--- config.mk ---
export PLATFORM = sky130hd
export DESIGN_NAME = rv_core
export DESIGN_NICKNAME = d
export VERILOG_FILES = /design/src/source/rv_pkg.sv /design/src/source/rv_alu.sv /design/src/source/rv_decode.sv /design/src/source/rv_execute.sv /design/src/source/rv_result.sv /design/src/source/rv_core.sv
export SDC_FILE = /design/constraint.sdc
export NUM_CORES = 2
export LEC_CHECK = 0
export BUFFER_PORTS_ARGS = -buffer_cell sky130_fd_sc_hd__buf_2
export CAP_MARGIN = 20
export CORE_MARGIN = 4
export CORE_UTILIZATION = 60
export DETAILED_ROUTE_END_ITERATION = 7
export MAX_ROUTING_LAYER = met4
export PLACE_DENSITY_LB_ADDON = 0.08
export SYNTH_ARGS = -nofsm -noshare
export SYNTH_HDL_FRONTEND = slang
export SYNTH_SLANG_ARGS = --single-unit
--- constraint.sdc ---
create_clock -name clock -period 26.7 [get_ports clock]
set_clock_uncertainty 0.1 [all_clocks]
set_input_delay 5.34 -clock clock [delete_from_list [all_inputs] [get_ports clock]]
set_output_delay 5.34 -clock clock [all_outputs]
set_load 0.01 [all_outputs]
--- src/source/rv_pkg.sv ---
package rv_pkg;

  localparam int xlen = 32;

  localparam logic [11:0] csr_mtvec = 12'h305;
  localparam logic [11:0] csr_mepc = 12'h341;
  localparam logic [11:0] csr_mcause = 12'h342;

  localparam logic [xlen-1:0] cause_ecall = 32'd11; // Environment call from M-mode.
  localparam logic [xlen-1:0] reset_mtvec = 32'h100;

  // ALU operations. The compare group returns 0 or 1 in bit 0.
  typedef enum logic [7:0] {
    alu_add,
    alu_sub,
    alu_and,
    alu_or,
    alu_xor,
    alu_sll,
    alu_srl,
    alu_sra,
    alu_slt,
    alu_sltu,
    alu_eq,
    alu_ne,
    alu_lt,
    alu_ge,
    alu_ltu,
    alu_geu
  } alu_op_t;

  typedef enum logic [2:0] {
    npc_seq,    // pc + 4.
    npc_jump,   // pc + imm.
    npc_jalr,   // ALU result with bit 0 cleared.
    npc_branch, // Target when the compare holds.
    npc_csr     // mtvec or mepc.
  } npc_sel_t;

  typedef enum logic [1:0] {
    wdata_alu,
    wdata_link,
    wdata_target,
    wdata_csr
  } wdata_sel_t;

  typedef enum logic [1:0] {
    op2_rs2,
    op2_imm,
    op2_csr
  } operand2_sel_t;

  typedef enum logic [6:0] {
    op_lui    = 7'b0110111,
    op_auipc  = 7'b0010111,
    op_jal    = 7'b1101111,
    op_jalr   = 7'b1100111,
    op_branch = 7'b1100011,
    op_imm    = 7'b0010011,
    op_reg    = 7'b0110011,
    op_system = 7'b1110011
  } opcode_t;

endpackage

--- src/source/rv_alu.sv ---
`timescale 1ns/1ps

module rv_alu (
  input  rv_pkg::alu_op_t alu_op,
  input  logic [31:0]     operand1,
  input  logic [31:0]     operand2,
  output logic [31:0]     result
);

  logic [4:0] shamt;

  assign shamt = operand2[4:0];

  always_comb begin
    case (alu_op)
      rv_pkg::alu_add:  result = operand1 + operand2;
      rv_pkg::alu_sub:  result = operand1 - operand2;
      rv_pkg::alu_and:  result = operand1 & operand2;
      rv_pkg::alu_or:   result = operand1 | operand2;
      rv_pkg::alu_xor:  result = operand1 ^ operand2;
      rv_pkg::alu_sll:  result = operand1 << shamt;
      rv_pkg::alu_srl:  result = operand1 >> shamt;
      rv_pkg::alu_sra:  result = $unsigned($signed(operand1) >>> shamt);
      rv_pkg::alu_slt:  result = {31'd0, $signed(operand1) < $signed(operand2)};
      rv_pkg::alu_sltu: result = {31'd0, operand1 < operand2};
      rv_pkg::alu_eq:   result = {31'd0, operand1 == operand2};
      rv_pkg::alu_ne:   result = {31'd0, operand1 != operand2};
      rv_pkg::alu_lt:   result = {31'd0, $signed(operand1) < $signed(operand2)};
      rv_pkg::alu_ge:   result = {31'd0, $signed(operand1) >= $signed(operand2)};
      rv_pkg::alu_ltu:  result = {31'd0, operand1 < operand2};
      rv_pkg::alu_geu:  result = {31'd0, operand1 >= operand2};
      default:          result = 32'd0;
    endcase
  end

endmodule

--- src/source/rv_decode.sv ---
`timescale 1ns/1ps

module rv_decode (
  input  logic                      clock,
  input  logic                      reset,
  input  logic                      block,
  input  logic                      inst_valid,
  input  logic [31:0]               inst,
  input  logic [31:0]               inst_pc,
  input  logic [31:0]               rs1_data,
  input  logic [31:0]               rs2_data,
  input  logic [31:0]               csr_rdata,
  output logic [4:0]                rs1_addr,
  output logic [4:0]                rs2_addr,
  output logic [11:0]               csr_raddr,
  output logic                      decode_valid,
  output logic [31:0]               pc,
  output logic [31:0]               imm,
  output logic [31:0]               src1,
  output logic [31:0]               src2,
  output logic [31:0]               csr_src,
  output rv_pkg::alu_op_t           alu_op,
  output rv_pkg::operand2_sel_t     operand2_sel,
  output rv_pkg::npc_sel_t          npc_sel,
  output rv_pkg::wdata_sel_t        wdata_sel,
  output logic [4:0]                rd_addr,
  output logic                      rd_en,
  output logic [11:0]               csr_addr,
  output logic                      csr_en,
  output logic                      is_ecall
);

  rv_pkg::opcode_t opcode;
  logic [2:0]      funct3;
  logic [31:0]     imm_i;
  logic [31:0]     imm_b;
  logic [31:0]     imm_u;
  logic [31:0]     imm_j;

  logic [31:0]             next_imm;
  rv_pkg::alu_op_t         next_alu_op;
  rv_pkg::operand2_sel_t   next_op2_sel;
  rv_pkg::npc_sel_t        next_npc_sel;
  rv_pkg::wdata_sel_t      next_wdata_sel;
  logic                    writes_rd;
  logic                    next_csr_en;
  logic                    next_is_ecall;

  function automatic rv_pkg::alu_op_t arith_op(input logic [2:0] f3, input logic alt);
    case (f3)
      3'b000:  arith_op = alt ? rv_pkg::alu_sub : rv_pkg::alu_add;
      3'b001:  arith_op = rv_pkg::alu_sll;
      3'b010:  arith_op = rv_pkg::alu_slt;
      3'b011:  arith_op = rv_pkg::alu_sltu;
      3'b100:  arith_op = rv_pkg::alu_xor;
      3'b101:  arith_op = alt ? rv_pkg::alu_sra : rv_pkg::alu_srl;
      3'b110:  arith_op = rv_pkg::alu_or;
      default: arith_op = rv_pkg::alu_and;
    endcase
  endfunction

  function automatic rv_pkg::alu_op_t branch_op(input logic [2:0] f3);
    case (f3)
      3'b000:  branch_op = rv_pkg::alu_eq;
      3'b001:  branch_op = rv_pkg::alu_ne;
      3'b100:  branch_op = rv_pkg::alu_lt;
      3'b101:  branch_op = rv_pkg::alu_ge;
      3'b110:  branch_op = rv_pkg::alu_ltu;
      default: branch_op = rv_pkg::alu_geu;
    endcase
  endfunction

  assign opcode = rv_pkg::opcode_t'(inst[6:0]);
  assign funct3 = inst[14:12];

  assign imm_i = {{20{inst[31]}}, inst[31:20]};
  assign imm_b = {{20{inst[31]}}, inst[7], inst[30:25], inst[11:8], 1'b0};
  assign imm_u = {inst[31:12], 12'd0};
  assign imm_j = {{12{inst[31]}}, inst[19:12], inst[20], inst[30:21], 1'b0};

  assign rs1_addr = (opcode == rv_pkg::op_lui) ? 5'd0 : inst[19:15]; // lui adds imm to x0.
  assign rs2_addr = inst[24:20];

  // ####################################################################
  // Control decode

  always_comb begin
    next_imm = imm_i;
    next_alu_op = rv_pkg::alu_add;
    next_op2_sel = rv_pkg::op2_rs2;
    next_npc_sel = rv_pkg::npc_seq;
    next_wdata_sel = rv_pkg::wdata_alu;
    writes_rd = 1'b0;
    next_csr_en = 1'b0;
    next_is_ecall = 1'b0;
    csr_raddr = inst[31:20];
    case (opcode)
      rv_pkg::op_lui: begin
        next_imm = imm_u;
        next_op2_sel = rv_pkg::op2_imm;
        writes_rd = 1'b1;
      end
      rv_pkg::op_auipc: begin
        next_imm = imm_u;
        next_wdata_sel = rv_pkg::wdata_target;
        writes_rd = 1'b1;
      end
      rv_pkg::op_jal: begin
        next_imm = imm_j;
        next_npc_sel = rv_pkg::npc_jump;
        next_wdata_sel = rv_pkg::wdata_link;
        writes_rd = 1'b1;
      end
      rv_pkg::op_jalr: begin
        next_op2_sel = rv_pkg::op2_imm;
        next_npc_sel = rv_pkg::npc_jalr;
        next_wdata_sel = rv_pkg::wdata_link;
        writes_rd = 1'b1;
      end
      rv_pkg::op_branch: begin
        next_imm = imm_b;
        next_alu_op = branch_op(funct3);
        if (funct3[2:1] != 2'b01) begin
          next_npc_sel = rv_pkg::npc_branch; // Reserved funct3 values fall through.
        end
      end
      rv_pkg::op_imm: begin
        next_op2_sel = rv_pkg::op2_imm;
        next_alu_op = arith_op(funct3, inst[30] && funct3 == 3'b101);
        writes_rd = 1'b1;
      end
      rv_pkg::op_reg: begin
        next_alu_op = arith_op(funct3, inst[30]);
        writes_rd = 1'b1;
      end
      rv_pkg::op_system: begin
        if (funct3 == 3'b001) begin
          next_imm = 32'd0; // New value is rs1 + 0.
          next_op2_sel = rv_pkg::op2_imm;
          next_wdata_sel = rv_pkg::wdata_csr;
          writes_rd = 1'b1;
          next_csr_en = 1'b1;
        end else if (funct3 == 3'b010) begin
          next_alu_op = rv_pkg::alu_or;
          next_op2_sel = rv_pkg::op2_csr;
          next_wdata_sel = rv_pkg::wdata_csr;
          writes_rd = 1'b1;
          next_csr_en = inst[19:15] != 5'd0; // csrrs with x0 only reads.
        end else if (inst == 32'h0000_0073) begin
          csr_raddr = rv_pkg::csr_mtvec;
          next_npc_sel = rv_pkg::npc_csr;
          next_is_ecall = 1'b1;
        end else if (inst == 32'h3020_0073) begin
          csr_raddr = rv_pkg::csr_mepc;
          next_npc_sel = rv_pkg::npc_csr;
        end
      end
      default: begin
      end
    endcase
  end

  // ####################################################################
  // Decode to execute registers

  always_ff @(posedge clock) begin
    if (reset) begin
      decode_valid <= 1'b0;
      rd_en <= 1'b0;
      csr_en <= 1'b0;
      is_ecall <= 1'b0;
    end else if (!block) begin
      decode_valid <= inst_valid;
      rd_en <= inst_valid && writes_rd && inst[11:7] != 5'd0;
      csr_en <= inst_valid && next_csr_en;
      is_ecall <= inst_valid && next_is_ecall;
    end
  end

  always_ff @(posedge clock) begin
    if (!block) begin
      pc <= inst_pc;
      imm <= next_imm;
      src1 <= rs1_data;
      src2 <= rs2_data;
      csr_src <= csr_rdata;
      alu_op <= next_alu_op;
      operand2_sel <= next_op2_sel;
      npc_sel <= next_npc_sel;
      wdata_sel <= next_wdata_sel;
      rd_addr <= inst[11:7];
      csr_addr <= csr_raddr;
    end
  end

endmodule

--- src/source/rv_execute.sv ---
`timescale 1ns/1ps

module rv_execute (
  input  logic                  clock,
  input  logic                  reset,
  input  logic                  block,
  input  logic                  decode_valid,
  input  logic [31:0]           pc,
  input  logic [31:0]           imm,
  input  logic [31:0]           src1,
  input  logic [31:0]           src2,
  input  logic [31:0]           csr_src,
  input  rv_pkg::alu_op_t       alu_op,
  input  rv_pkg::operand2_sel_t operand2_sel,
  input  rv_pkg::npc_sel_t      npc_sel,
  input  rv_pkg::wdata_sel_t    wdata_sel,
  input  logic [4:0]            rd_addr,
  input  logic                  rd_en,
  input  logic [11:0]           csr_addr,
  input  logic                  csr_en,
  input  logic                  is_ecall,
  output logic                  npc_valid,
  output logic [31:0]           npc,
  output logic                  redirect,
  output logic                  commit,
  output logic [4:0]            rd_write_addr,
  output logic                  rd_en_q,
  output logic [31:0]           exu_wdata,
  output logic [11:0]           csr_addr_q,
  output logic [31:0]           csr_wdata,
  output logic                  csr_en_q,
  output logic                  ecall_commit,
  output logic [31:0]           epc
);

  rv_pkg::alu_op_t    opcode;
  rv_pkg::npc_sel_t   npc_sel_q;
  rv_pkg::wdata_sel_t wdata_sel_q;
  logic [31:0]        operand1;
  logic [31:0]        operand2;
  logic [31:0]        snpc;
  logic [31:0]        dnpc;
  logic [31:0]        pc_q;
  logic [31:0]        csr_src_q;
  logic               is_ecall_q;
  logic [31:0]        alu_result;

  rv_alu i_alu (
    .alu_op   (opcode),
    .operand1 (operand1),
    .operand2 (operand2),
    .result   (alu_result)
  );

  always_ff @(posedge clock) begin
    if (reset) begin
      npc_valid <= 1'b0;
      rd_en_q <= 1'b0;
      csr_en_q <= 1'b0;
      is_ecall_q <= 1'b0;
    end else if (!block) begin
      npc_valid <= decode_valid && !redirect; // Drops the instruction behind a redirect.
      rd_en_q <= rd_en;
      csr_en_q <= csr_en;
      is_ecall_q <= is_ecall;
    end
  end

  always_ff @(posedge clock) begin
    if (!block) begin
      opcode <= alu_op;
      operand1 <= src1;
      case (operand2_sel)
        rv_pkg::op2_imm: operand2 <= imm;
        rv_pkg::op2_csr: operand2 <= csr_src;
        default:         operand2 <= src2;
      endcase
      snpc <= pc + 32'd4;
      dnpc <= pc + imm;
      pc_q <= pc;
      csr_src_q <= csr_src;
      npc_sel_q <= npc_sel;
      wdata_sel_q <= wdata_sel;
      rd_write_addr <= rd_addr;
      csr_addr_q <= csr_addr;
    end
  end

  always_comb begin
    case (npc_sel_q)
      rv_pkg::npc_jump:   npc = dnpc;
      rv_pkg::npc_jalr:   npc = alu_result & ~32'd1;
      rv_pkg::npc_branch: npc = alu_result[0] ? dnpc : snpc;
      rv_pkg::npc_csr:    npc = csr_src_q;
      default:            npc = snpc;
    endcase
  end

  always_comb begin
    case (wdata_sel_q)
      rv_pkg::wdata_link:   exu_wdata = snpc;
      rv_pkg::wdata_target: exu_wdata = dnpc;
      rv_pkg::wdata_csr:    exu_wdata = csr_src_q; // Old CSR value goes to rd.
      default:              exu_wdata = alu_result;
    endcase
  end

  assign redirect = npc_valid && npc != snpc;
  assign commit = npc_valid;
  assign csr_wdata = alu_result;
  assign ecall_commit = npc_valid && is_ecall_q;
  assign epc = pc_q;

  a_npc_aligned: assert property (@(posedge clock) disable iff (reset)
    npc_valid |-> npc[1:0] == 2'b00);

endmodule

--- src/source/rv_result.sv ---
`timescale 1ns/1ps

module rv_result (
  input  logic        clock,
  input  logic        reset,
  input  logic        block,
  input  logic        commit,
  input  logic        rd_en,
  input  logic [4:0]  rd_waddr,
  input  logic [31:0] rd_wdata,
  input  logic        csr_en,
  input  logic [11:0] csr_waddr,
  input  logic [31:0] csr_wdata,
  input  logic        ecall_commit,
  input  logic [31:0] epc,
  input  logic [4:0]  rs1_addr,
  input  logic [4:0]  rs2_addr,
  input  logic [11:0] csr_raddr,
  output logic [31:0] rs1_data,
  output logic [31:0] rs2_data,
  output logic [31:0] csr_rdata
);

  logic [31:0] regs [1:31];
  logic [31:0] mtvec;
  logic [31:0] mepc;
  logic [31:0] mcause;
  logic        write_enable;

  assign write_enable = commit && !block;

  always_ff @(posedge clock) begin
    if (reset) begin
      for (int i = 1; i < 32; i++) begin
        regs[i] <= 32'd0;
      end
    end else if (write_enable && rd_en && rd_waddr != 5'd0) begin
      regs[rd_waddr] <= rd_wdata;
    end
  end

  always_ff @(posedge clock) begin
    if (reset) begin
      mtvec <= rv_pkg::reset_mtvec;
      mepc <= 32'd0;
      mcause <= 32'd0;
    end else if (write_enable) begin
      if (ecall_commit) begin
        mepc <= epc; // Both trap CSRs land on the same commit edge.
        mcause <= rv_pkg::cause_ecall;
      end else if (csr_en) begin
        case (csr_waddr)
          rv_pkg::csr_mtvec:  mtvec <= csr_wdata;
          rv_pkg::csr_mepc:   mepc <= csr_wdata;
          rv_pkg::csr_mcause: mcause <= csr_wdata;
          default: begin
          end
        endcase
      end
    end
  end

  assign rs1_data = (rs1_addr == 5'd0) ? 32'd0 : regs[rs1_addr];
  assign rs2_data = (rs2_addr == 5'd0) ? 32'd0 : regs[rs2_addr];

  always_comb begin
    case (csr_raddr)
      rv_pkg::csr_mtvec:  csr_rdata = mtvec;
      rv_pkg::csr_mepc:   csr_rdata = mepc;
      rv_pkg::csr_mcause: csr_rdata = mcause;
      default:            csr_rdata = 32'd0;
    endcase
  end

endmodule

--- src/source/rv_core.sv ---
`timescale 1ns/1ps

module rv_core (
  input  logic        clock,
  input  logic        reset,
  input  logic        block,
  input  logic        inst_valid,
  input  logic [31:0] inst,
  input  logic [31:0] inst_pc,
  output logic        npc_valid,
  output logic [31:0] npc,
  output logic        redirect,
  output logic        rd_write,
  output logic [4:0]  rd_addr,
  output logic [31:0] rd_data,
  output logic        csr_write,
  output logic [11:0] csr_addr,
  output logic [31:0] csr_data
);

  logic [4:0]  rs1_addr;
  logic [4:0]  rs2_addr;
  logic [11:0] csr_raddr;
  logic [31:0] rs1_data;
  logic [31:0] rs2_data;
  logic [31:0] csr_rdata;

  logic                  decode_valid;
  logic [31:0]           pc;
  logic [31:0]           imm;
  logic [31:0]           src1;
  logic [31:0]           src2;
  logic [31:0]           csr_src;
  rv_pkg::alu_op_t       alu_op;
  rv_pkg::operand2_sel_t operand2_sel;
  rv_pkg::npc_sel_t      npc_sel;
  rv_pkg::wdata_sel_t    wdata_sel;
  logic [4:0]            dec_rd_addr;
  logic                  rd_en;
  logic [11:0]           dec_csr_addr;
  logic                  csr_en;
  logic                  is_ecall;

  logic        commit;
  logic [4:0]  rd_write_addr;
  logic        rd_en_q;
  logic [31:0] exu_wdata;
  logic [11:0] csr_addr_q;
  logic [31:0] csr_wdata;
  logic        csr_en_q;
  logic        ecall_commit;
  logic [31:0] epc;

  rv_decode i_decode (
    .clock        (clock),
    .reset        (reset),
    .block        (block),
    .inst_valid   (inst_valid),
    .inst         (inst),
    .inst_pc      (inst_pc),
    .rs1_data     (rs1_data),
    .rs2_data     (rs2_data),
    .csr_rdata    (csr_rdata),
    .rs1_addr     (rs1_addr),
    .rs2_addr     (rs2_addr),
    .csr_raddr    (csr_raddr),
    .decode_valid (decode_valid),
    .pc           (pc),
    .imm          (imm),
    .src1         (src1),
    .src2         (src2),
    .csr_src      (csr_src),
    .alu_op       (alu_op),
    .operand2_sel (operand2_sel),
    .npc_sel      (npc_sel),
    .wdata_sel    (wdata_sel),
    .rd_addr      (dec_rd_addr),
    .rd_en        (rd_en),
    .csr_addr     (dec_csr_addr),
    .csr_en       (csr_en),
    .is_ecall     (is_ecall)
  );

  rv_execute i_execute (
    .clock         (clock),
    .reset         (reset),
    .block         (block),
    .decode_valid  (decode_valid),
    .pc            (pc),
    .imm           (imm),
    .src1          (src1),
    .src2          (src2),
    .csr_src       (csr_src),
    .alu_op        (alu_op),
    .operand2_sel  (operand2_sel),
    .npc_sel       (npc_sel),
    .wdata_sel     (wdata_sel),
    .rd_addr       (dec_rd_addr),
    .rd_en         (rd_en),
    .csr_addr      (dec_csr_addr),
    .csr_en        (csr_en),
    .is_ecall      (is_ecall),
    .npc_valid     (npc_valid),
    .npc           (npc),
    .redirect      (redirect),
    .commit        (commit),
    .rd_write_addr (rd_write_addr),
    .rd_en_q       (rd_en_q),
    .exu_wdata     (exu_wdata),
    .csr_addr_q    (csr_addr_q),
    .csr_wdata     (csr_wdata),
    .csr_en_q      (csr_en_q),
    .ecall_commit  (ecall_commit),
    .epc           (epc)
  );

  rv_result i_result (
    .clock        (clock),
    .reset        (reset),
    .block        (block),
    .commit       (commit),
    .rd_en        (rd_en_q),
    .rd_waddr     (rd_write_addr),
    .rd_wdata     (exu_wdata),
    .csr_en       (csr_en_q),
    .csr_waddr    (csr_addr_q),
    .csr_wdata    (csr_wdata),
    .ecall_commit (ecall_commit),
    .epc          (epc),
    .rs1_addr     (rs1_addr),
    .rs2_addr     (rs2_addr),
    .csr_raddr    (csr_raddr),
    .rs1_data     (rs1_data),
    .rs2_data     (rs2_data),
    .csr_rdata    (csr_rdata)
  );

  assign rd_write = commit && rd_en_q && !block;
  assign rd_addr = rd_write_addr;
  assign rd_data = exu_wdata;

  // An ecall reports its mcause write on the CSR port.
  assign csr_write = commit && !block && (csr_en_q || ecall_commit);
  assign csr_addr = ecall_commit ? rv_pkg::csr_mcause : csr_addr_q;
  assign csr_data = ecall_commit ? rv_pkg::cause_ecall : csr_wdata;

endmodule

# --- Yosys cells after proc, flatten, opt, wreduce, memory -nomap -nowiden ---
# Memory sizes are Yosys's and may differ from the RTL's. A register that Yosys moved wholly into a read port is not among the register bits.
# Cells that the tools add are included.
word_totals:
  register_bits: 454
  ramBits: 992
  input_bits: 68
  memories: 1
memory_table:
  columns: ["name", "depth", "width", "rd", "rd_clocked_by_memory_dff", "wr", "line", "text"]
  rows:
  - ["i_result.regs", 31, 32, 2, 2, 31, "rv_result.sv:24", "logic [31:0] regs [1:31];"]
op_classes:
  add_sub_neg: 4
  n_lt_le_gt_ge: 4
  n_eq_ne: 50
  shift: 3
  muxes: 62
  bitwise: 4
  n_reduce_logical: 39
ops:
  columns: ["cell", "n"]
  rows:
  - ["case mux 32 bit (14 select lines)", 1]
  - ["2-to-1 mux 32 bit", 10]
  - ["case mux 32 bit (4 select lines)", 2]
  - ["case mux 32 bit (3 select lines)", 2]
  - ["case mux 8 bit (7 select lines)", 2]
  - ["equality test 12 x 10 -> 1 bit (second input constant)", 6]
  - ["2-to-1 mux 12 bit", 6]
  - ["adder 32 bit", 2]
  - ["equality test 8 x 4 -> 1 bit (second input constant)", 8]
  - [">= comparator 32 bit", 2]
  - ["< comparator 32 bit", 2]
  - ["inequality test 32 bit", 2]
  - ["case mux 32 bit (2 select lines)", 1]
  - ["adder 32 x 3 -> 32 bit (second input constant)", 1]
  - ["bitwise AND 32 bit", 1]
  - ["equality test 32 x 30 -> 1 bit (second input constant)", 1]
  - ["equality test 32 bit", 1]
  - ["equality test 32 x 7 -> 1 bit (second input constant)", 1]
  - ["equality test 8 x 3 -> 1 bit (second input constant)", 4]
  - ["OR 32 bit", 1]
  - ["case mux 8 bit (4 select lines)", 1]
  - ["OR reduction 32 bit", 1]
  - ["left shift 32 x 5 -> 32 bit", 1]
  - ["right shift 32 x 5 -> 32 bit", 1]
  - ["38 further kinds", 106]

# --- Logic depth before layout (Yosys ltp) ---
depth:
  word_depth: 9
  mapped_depth: 23

# --- Hierarchy ---
# From an unflattened synthesis, not the netlist that was laid out.
unflattened:
  cells_unflattened: 7050
  hier_area_um2: 87903.1
modules_own_cells:
  columns: ["mod", "instances", "cells_per_inst", "area_per_inst_um2", "seq_area_each_um2"]
  rows:
  - ["rv_result", 1, 4181, 58890.2, 32671.3]
  - ["rv_execute", 1, 1042, 12268.0, 6686.4]
  - ["rv_alu", 1, 1408, 9600.5, 0.0]
  - ["rv_decode", 1, 368, 6811.5, 5725.5]
  - ["rv_core", 1, 51, 332.8, 0.0]

# --- Worst setup path before layout ---
# OpenSTA, ideal clock, no wires.
synth_timing:
  path_type: "input-to-reg"
  start: "input port block"
  end: "register i_decode.alu_op[0], enable pin"
  setup_time_ns: 0.751
  t_arrival_ns: 13.342
  required_time_ns: 25.849
  slack_ns: 12.507
  cell_stages: 2
  path_cell_list: "clkbuf_1 > inv_1"
synth_lines:
  columns: ["item", "line", "text"]
  rows:
  - ["start: declaration", "rv_core.sv:6", "input logic block,"]
  - ["end signal: assignment", "rv_decode.sv:187", "alu_op <= next_alu_op;"]
  - ["end: declaration", "rv_decode.sv:22", "output rv_pkg::alu_op_t alu_op,"]
# No word-level cell between the ends.

# --- Worst setup path after layout ---
layout_timing:
  start: "register i_execute.operand2[0]"
  end: "output port redirect"
layout_between:
  elab_chain_cells: 6
  word_cells_on_any_way: 19
  classes_between: "add/sub: 2; order compare: 4; eq/ne: 3; shift: 3; mux: 3; bitwise: 3; reduce/logical: 1"
layout_rtl:
  columns: ["item", "line", "text"]
  rows:
  - ["start: declaration", "rv_execute.sv:40", "logic [31:0] operand2;"]
  - ["start signal: assignment", "rv_execute.sv:74", "rv_pkg::op2_imm: operand2 <= imm;"]
  - ["start signal: assignment", "rv_execute.sv:75", "rv_pkg::op2_csr: operand2 <= csr_src;"]
  - ["start signal: assignment", "rv_execute.sv:76", "default: operand2 <= src2;"]
  - ["subtractor 32 bit (tied with other cells)", "rv_alu.sv:17", "rv_pkg::alu_sub: result = operand1 - operand2;"]
  - ["case mux 32 bit (14 select lines) (*)", "rv_alu.sv:15", "case (alu_op)"]
  - ["2-to-1 mux 32 bit", "rv_execute.sv:93", "rv_pkg::npc_branch: npc = alu_result[0] ? dnpc : snpc;"]
  - ["case mux 32 bit (4 select lines) (*)", "rv_execute.sv:90", "case (npc_sel_q)"]
  - ["inequality test 32 bit (*)", "rv_execute.sv:108", "assign redirect = npc_valid && npc != snpc;"]
  - ["logical AND 1 bit (*)", "rv_execute.sv:108", null]
  - ["end: declaration", "rv_core.sv:12", "output logic redirect,"]
# Every way passes the cells marked *; elsewhere a longest branch is shown, timed or not.

==> results.txt <==
outcome - finished with violations
violations in the final reports - max-slew violations
Power, Total - 6.404 mW
part of the power in combinational logic - 19.9%
number of hold buffers added after cts - 0
Worst-Margin Slew - 1556 ps
main flop type after synthesis - sky130_fd_sc_hd__edfxtp_1
crit share post-route - 49.43%
maximum operating frequency - 0.07577 GHz
DR iter-0 viols - 13180
Layout fillers - 10730
post-layout min period - 13200 ps
number of flops mapped to enable cells by yosys - 1428
Post-Syn Instances - 7989
Floorplan Core Area - 0.1419 mm2
Detail Route Antenna Nets - 0
first-pass GRT wire length - 502200 um
number of buffers added for setup after CTS - 0
CP max-delay cell - sky130_fd_sc_hd__o32ai_1
max-cap violations - 0
Bufs on Longest Clock Path - 3
number of global-route vias before repair - 70120
net switching power - 2.014 mW
area of the mapped netlist - 0.08590 mm2
width of the die - 386.4 um
kind of path behind the tightest hold check - reg -> reg
clock power share - 35.5%
synthesized area per cell - 10.75 um2
data arrival time of the critical path - 7760 ps
most frequent CP cell - sky130_fd_sc_hd__buf_4
DP Wirelength - 231000 um
Port Buffer Count - 184
start point of the worst min-delay path - i_decode.wdata_sel[1]
FFs w/ async S/R, synth - 0%
vias after detailed routing - 73920
DIE AREA - 0.1493 mm2
total number of placement rows - 138
buffers plus inverters on the worst setup path - 4
Slowest Stage Delay on Critical Path - 790 ps
antenna violations before repair - 13
cell depth of the worst min-delay path - 0
routability congestion estimate - 1.059
TritonCTS Sinks - 1532
dominant cell by count in the synthesized netlist - sky130_fd_sc_hd__nor2_1
largest net degree at the start of global routing - 193
start of the worst register-to-register path - i_execute.operand2[0]
top cells by count, synth - sky130_fd_sc_hd__nor2_1, sky130_fd_sc_hd__edfxtp_1, sky130_fd_sc_hd__nand2_1
aggregate negative setup slack - 0 ps
Total Routed Length - 359900 um
Synth Warn # - 0
flip-flop count of the largest register after layout - 1024
register-to-register path setup slack - 19660 ps
Hold Crit Endpoint - i_execute.wdata_sel_q[1]
Synth Register Bits - 1532
Initial Util - 60.52%
cell family with the largest share of critical-path delay - compound AO/OA/AOI/OAI gates
first-pass iteration count of the detailed router - 8
boundary pin count - 185
maximum VDD drop - 0.07360 mV
GR Overflow Total - 0
Area contributors post-synth - sky130_fd_sc_hd__edfxtp_1, sky130_fd_sc_hd__mux4_2, sky130_fd_sc_hd__nor2_1
Synth-to-Final Area Change - 9.685%
Critical Path RT - 21260 ps
quantity of gates resized following cts - 0
placement-stage cell area - 0.08882 mm2
Die Height - 386.4 um
RSZ-0062 raised after global routing - no
DRC violation count after routing - 0
type of destination of the critical path - primary output
critical path launch point type - flip-flop
worst r2r path cells - 17
post-route cell area - 0.09422 mm2
cts bufs inserted - 160
worst slew slack as a fraction of its limit - -3.738%
Largest Register - i_result.regs
share of layout cells above drive strength 1 - 14.25%
final setup violating endpoints - 0
ordered list of cells on the worst path - buf_4, buf_4, ha_1, fa_1, a211oi_1, o211ai_1, and3_1, o21ai_0, a31oi_1, o311a_1, o32ai_1, buf_4, a221oi_1, a22o_1, a2111o_1, nor4_1, a21boi_0, buf_2
root buffer cell - sky130_fd_sc_hd__clkbuf_16
clk slew on worst S/H paths - 60 ps
Crit Path Category - reg -> out
number of max-slew violations in the final report - 2
top fanout value on the critical path - 48
TritonCTS clock tree - done
latest clock arrival within the worst-skew pair - 840 ps
cell accounting for the most synthesized area - sky130_fd_sc_hd__edfxtp_1
Hold Vio Cnt, Final - 0
switching share of power - 31.44%
share of power burned in registers - 44.5%
global router's overall resource usage - 48.73%
sequential area share after synthesis - 52.34%
routed vias/inst - 7.451
DR WL/cell - 36.28 um
internal power - 4.390 mW
PwrDens - 67.96 mW/mm2
post-synth top area share - 49.92%
final net count - 8091
worst flop-to-flop path endpoint - i_execute.commit
total number of H-tree levels - 4
number of unique standard cell types used by synthesis - 94
cell leakage power - 34.93 nW
[per-layer routing]
layer	GRT usage, %	share of wire, %	up-vias
met5	-	0	-
met4	38.54	10	0
met3	14.48	15	1738
met2	69.44	43	6939
met1	57.82	32	35380
li1	-	-	29870
[placed cells by master, fill, tap and decap left out, types with 179 or more instances in the layout]
cell and n:
sky130_fd_sc_hd__a21oi_1 383, sky130_fd_sc_hd__buf_2 179, sky130_fd_sc_hd__buf_4 235, sky130_fd_sc_hd__edfxtp_1 1428, sky130_fd_sc_hd__inv_1 261, sky130_fd_sc_hd__mux2i_1 298, sky130_fd_sc_hd__mux4_2 295, sky130_fd_sc_hd__nand2_1 646
sky130_fd_sc_hd__nand3_1 195, sky130_fd_sc_hd__nor2_1 1454, sky130_fd_sc_hd__o21ai_0 327, sky130_fd_sc_hd__o221ai_1 295
[worst max path at each step]
stage                     slack (ps)             startpoint  depth (start not counted)                 end
after floorplan                12510                  block                          2  i_decode.alu_op[0]
after global placement         14390  i_execute.operand2[0]                         18            redirect
after detailed placement       14460  i_execute.operand2[0]                         18            redirect
after CTS                      13610  i_execute.operand2[0]                         18            redirect
after global routing           13380  i_execute.operand2[0]                         18            redirect
final                          13500  i_execute.operand2[0]                         18            redirect
[cell type report]
cell class | count | area (um2) | area share (%)
repair buffers | 428 | 2878 | 3.054
clock buffers | 208 | 4299 | 4.563
well taps | 1890 | 2365 | 2.510
clock inverters | 86 | 1022 | 1.085
inverters | 266 | 1013 | 1.076
flip-flops and latches | 1532 | 44960 | 47.72
multi-input cells | 5501 | 37650 | 39.96
diodes | 10 | 25.02 | 0.02656
[power by group through the flow]
stage	Sequential, mW	Clock (mW)	Combinational [mW]
global placement	2.89	0	1.20
CTS	2.84	2.27	1.22
floorplan	2.85	0	0.727
detailed placement	2.89	0	1.21
global route	2.86	2.37	1.31
finish	2.85	2.28	1.28
[cells by family after synthesis]
family,count (synthesis),share of synthesized area [%]
and+or+nand+nor,2763,13.67
AOI/OAI and AO/OA,1842,14.76
DFF,1532,52.34
buffers and inverters,987,4.431
muxes,659,12.09
adders and majority gates,134,1.978
xor gates and xnor gates,71,0.7239
other,1,0.004366
[stage by stage]
| step | instances | util (%) | setup WS [ps] | hold WS [ps] |
|---|---|---|---|---|
| after floorplan | 8020 | - | 12510 | 300.3 |
| after global placement | 9610 | 62.57 | 14390 | 301.2 |
| after detailed placement | 9611 | 62.58 | 14460 | 305.1 |
| after CTS | 9905 | 66.33 | 13610 | 314.6 |
| after global routing | 9917 | 66.38 | 13380 | 323.3 |
| final | 9921 | 66.38 | 13500 | 315.7 |
No activity file was read; power rests on OpenSTA's default activity.
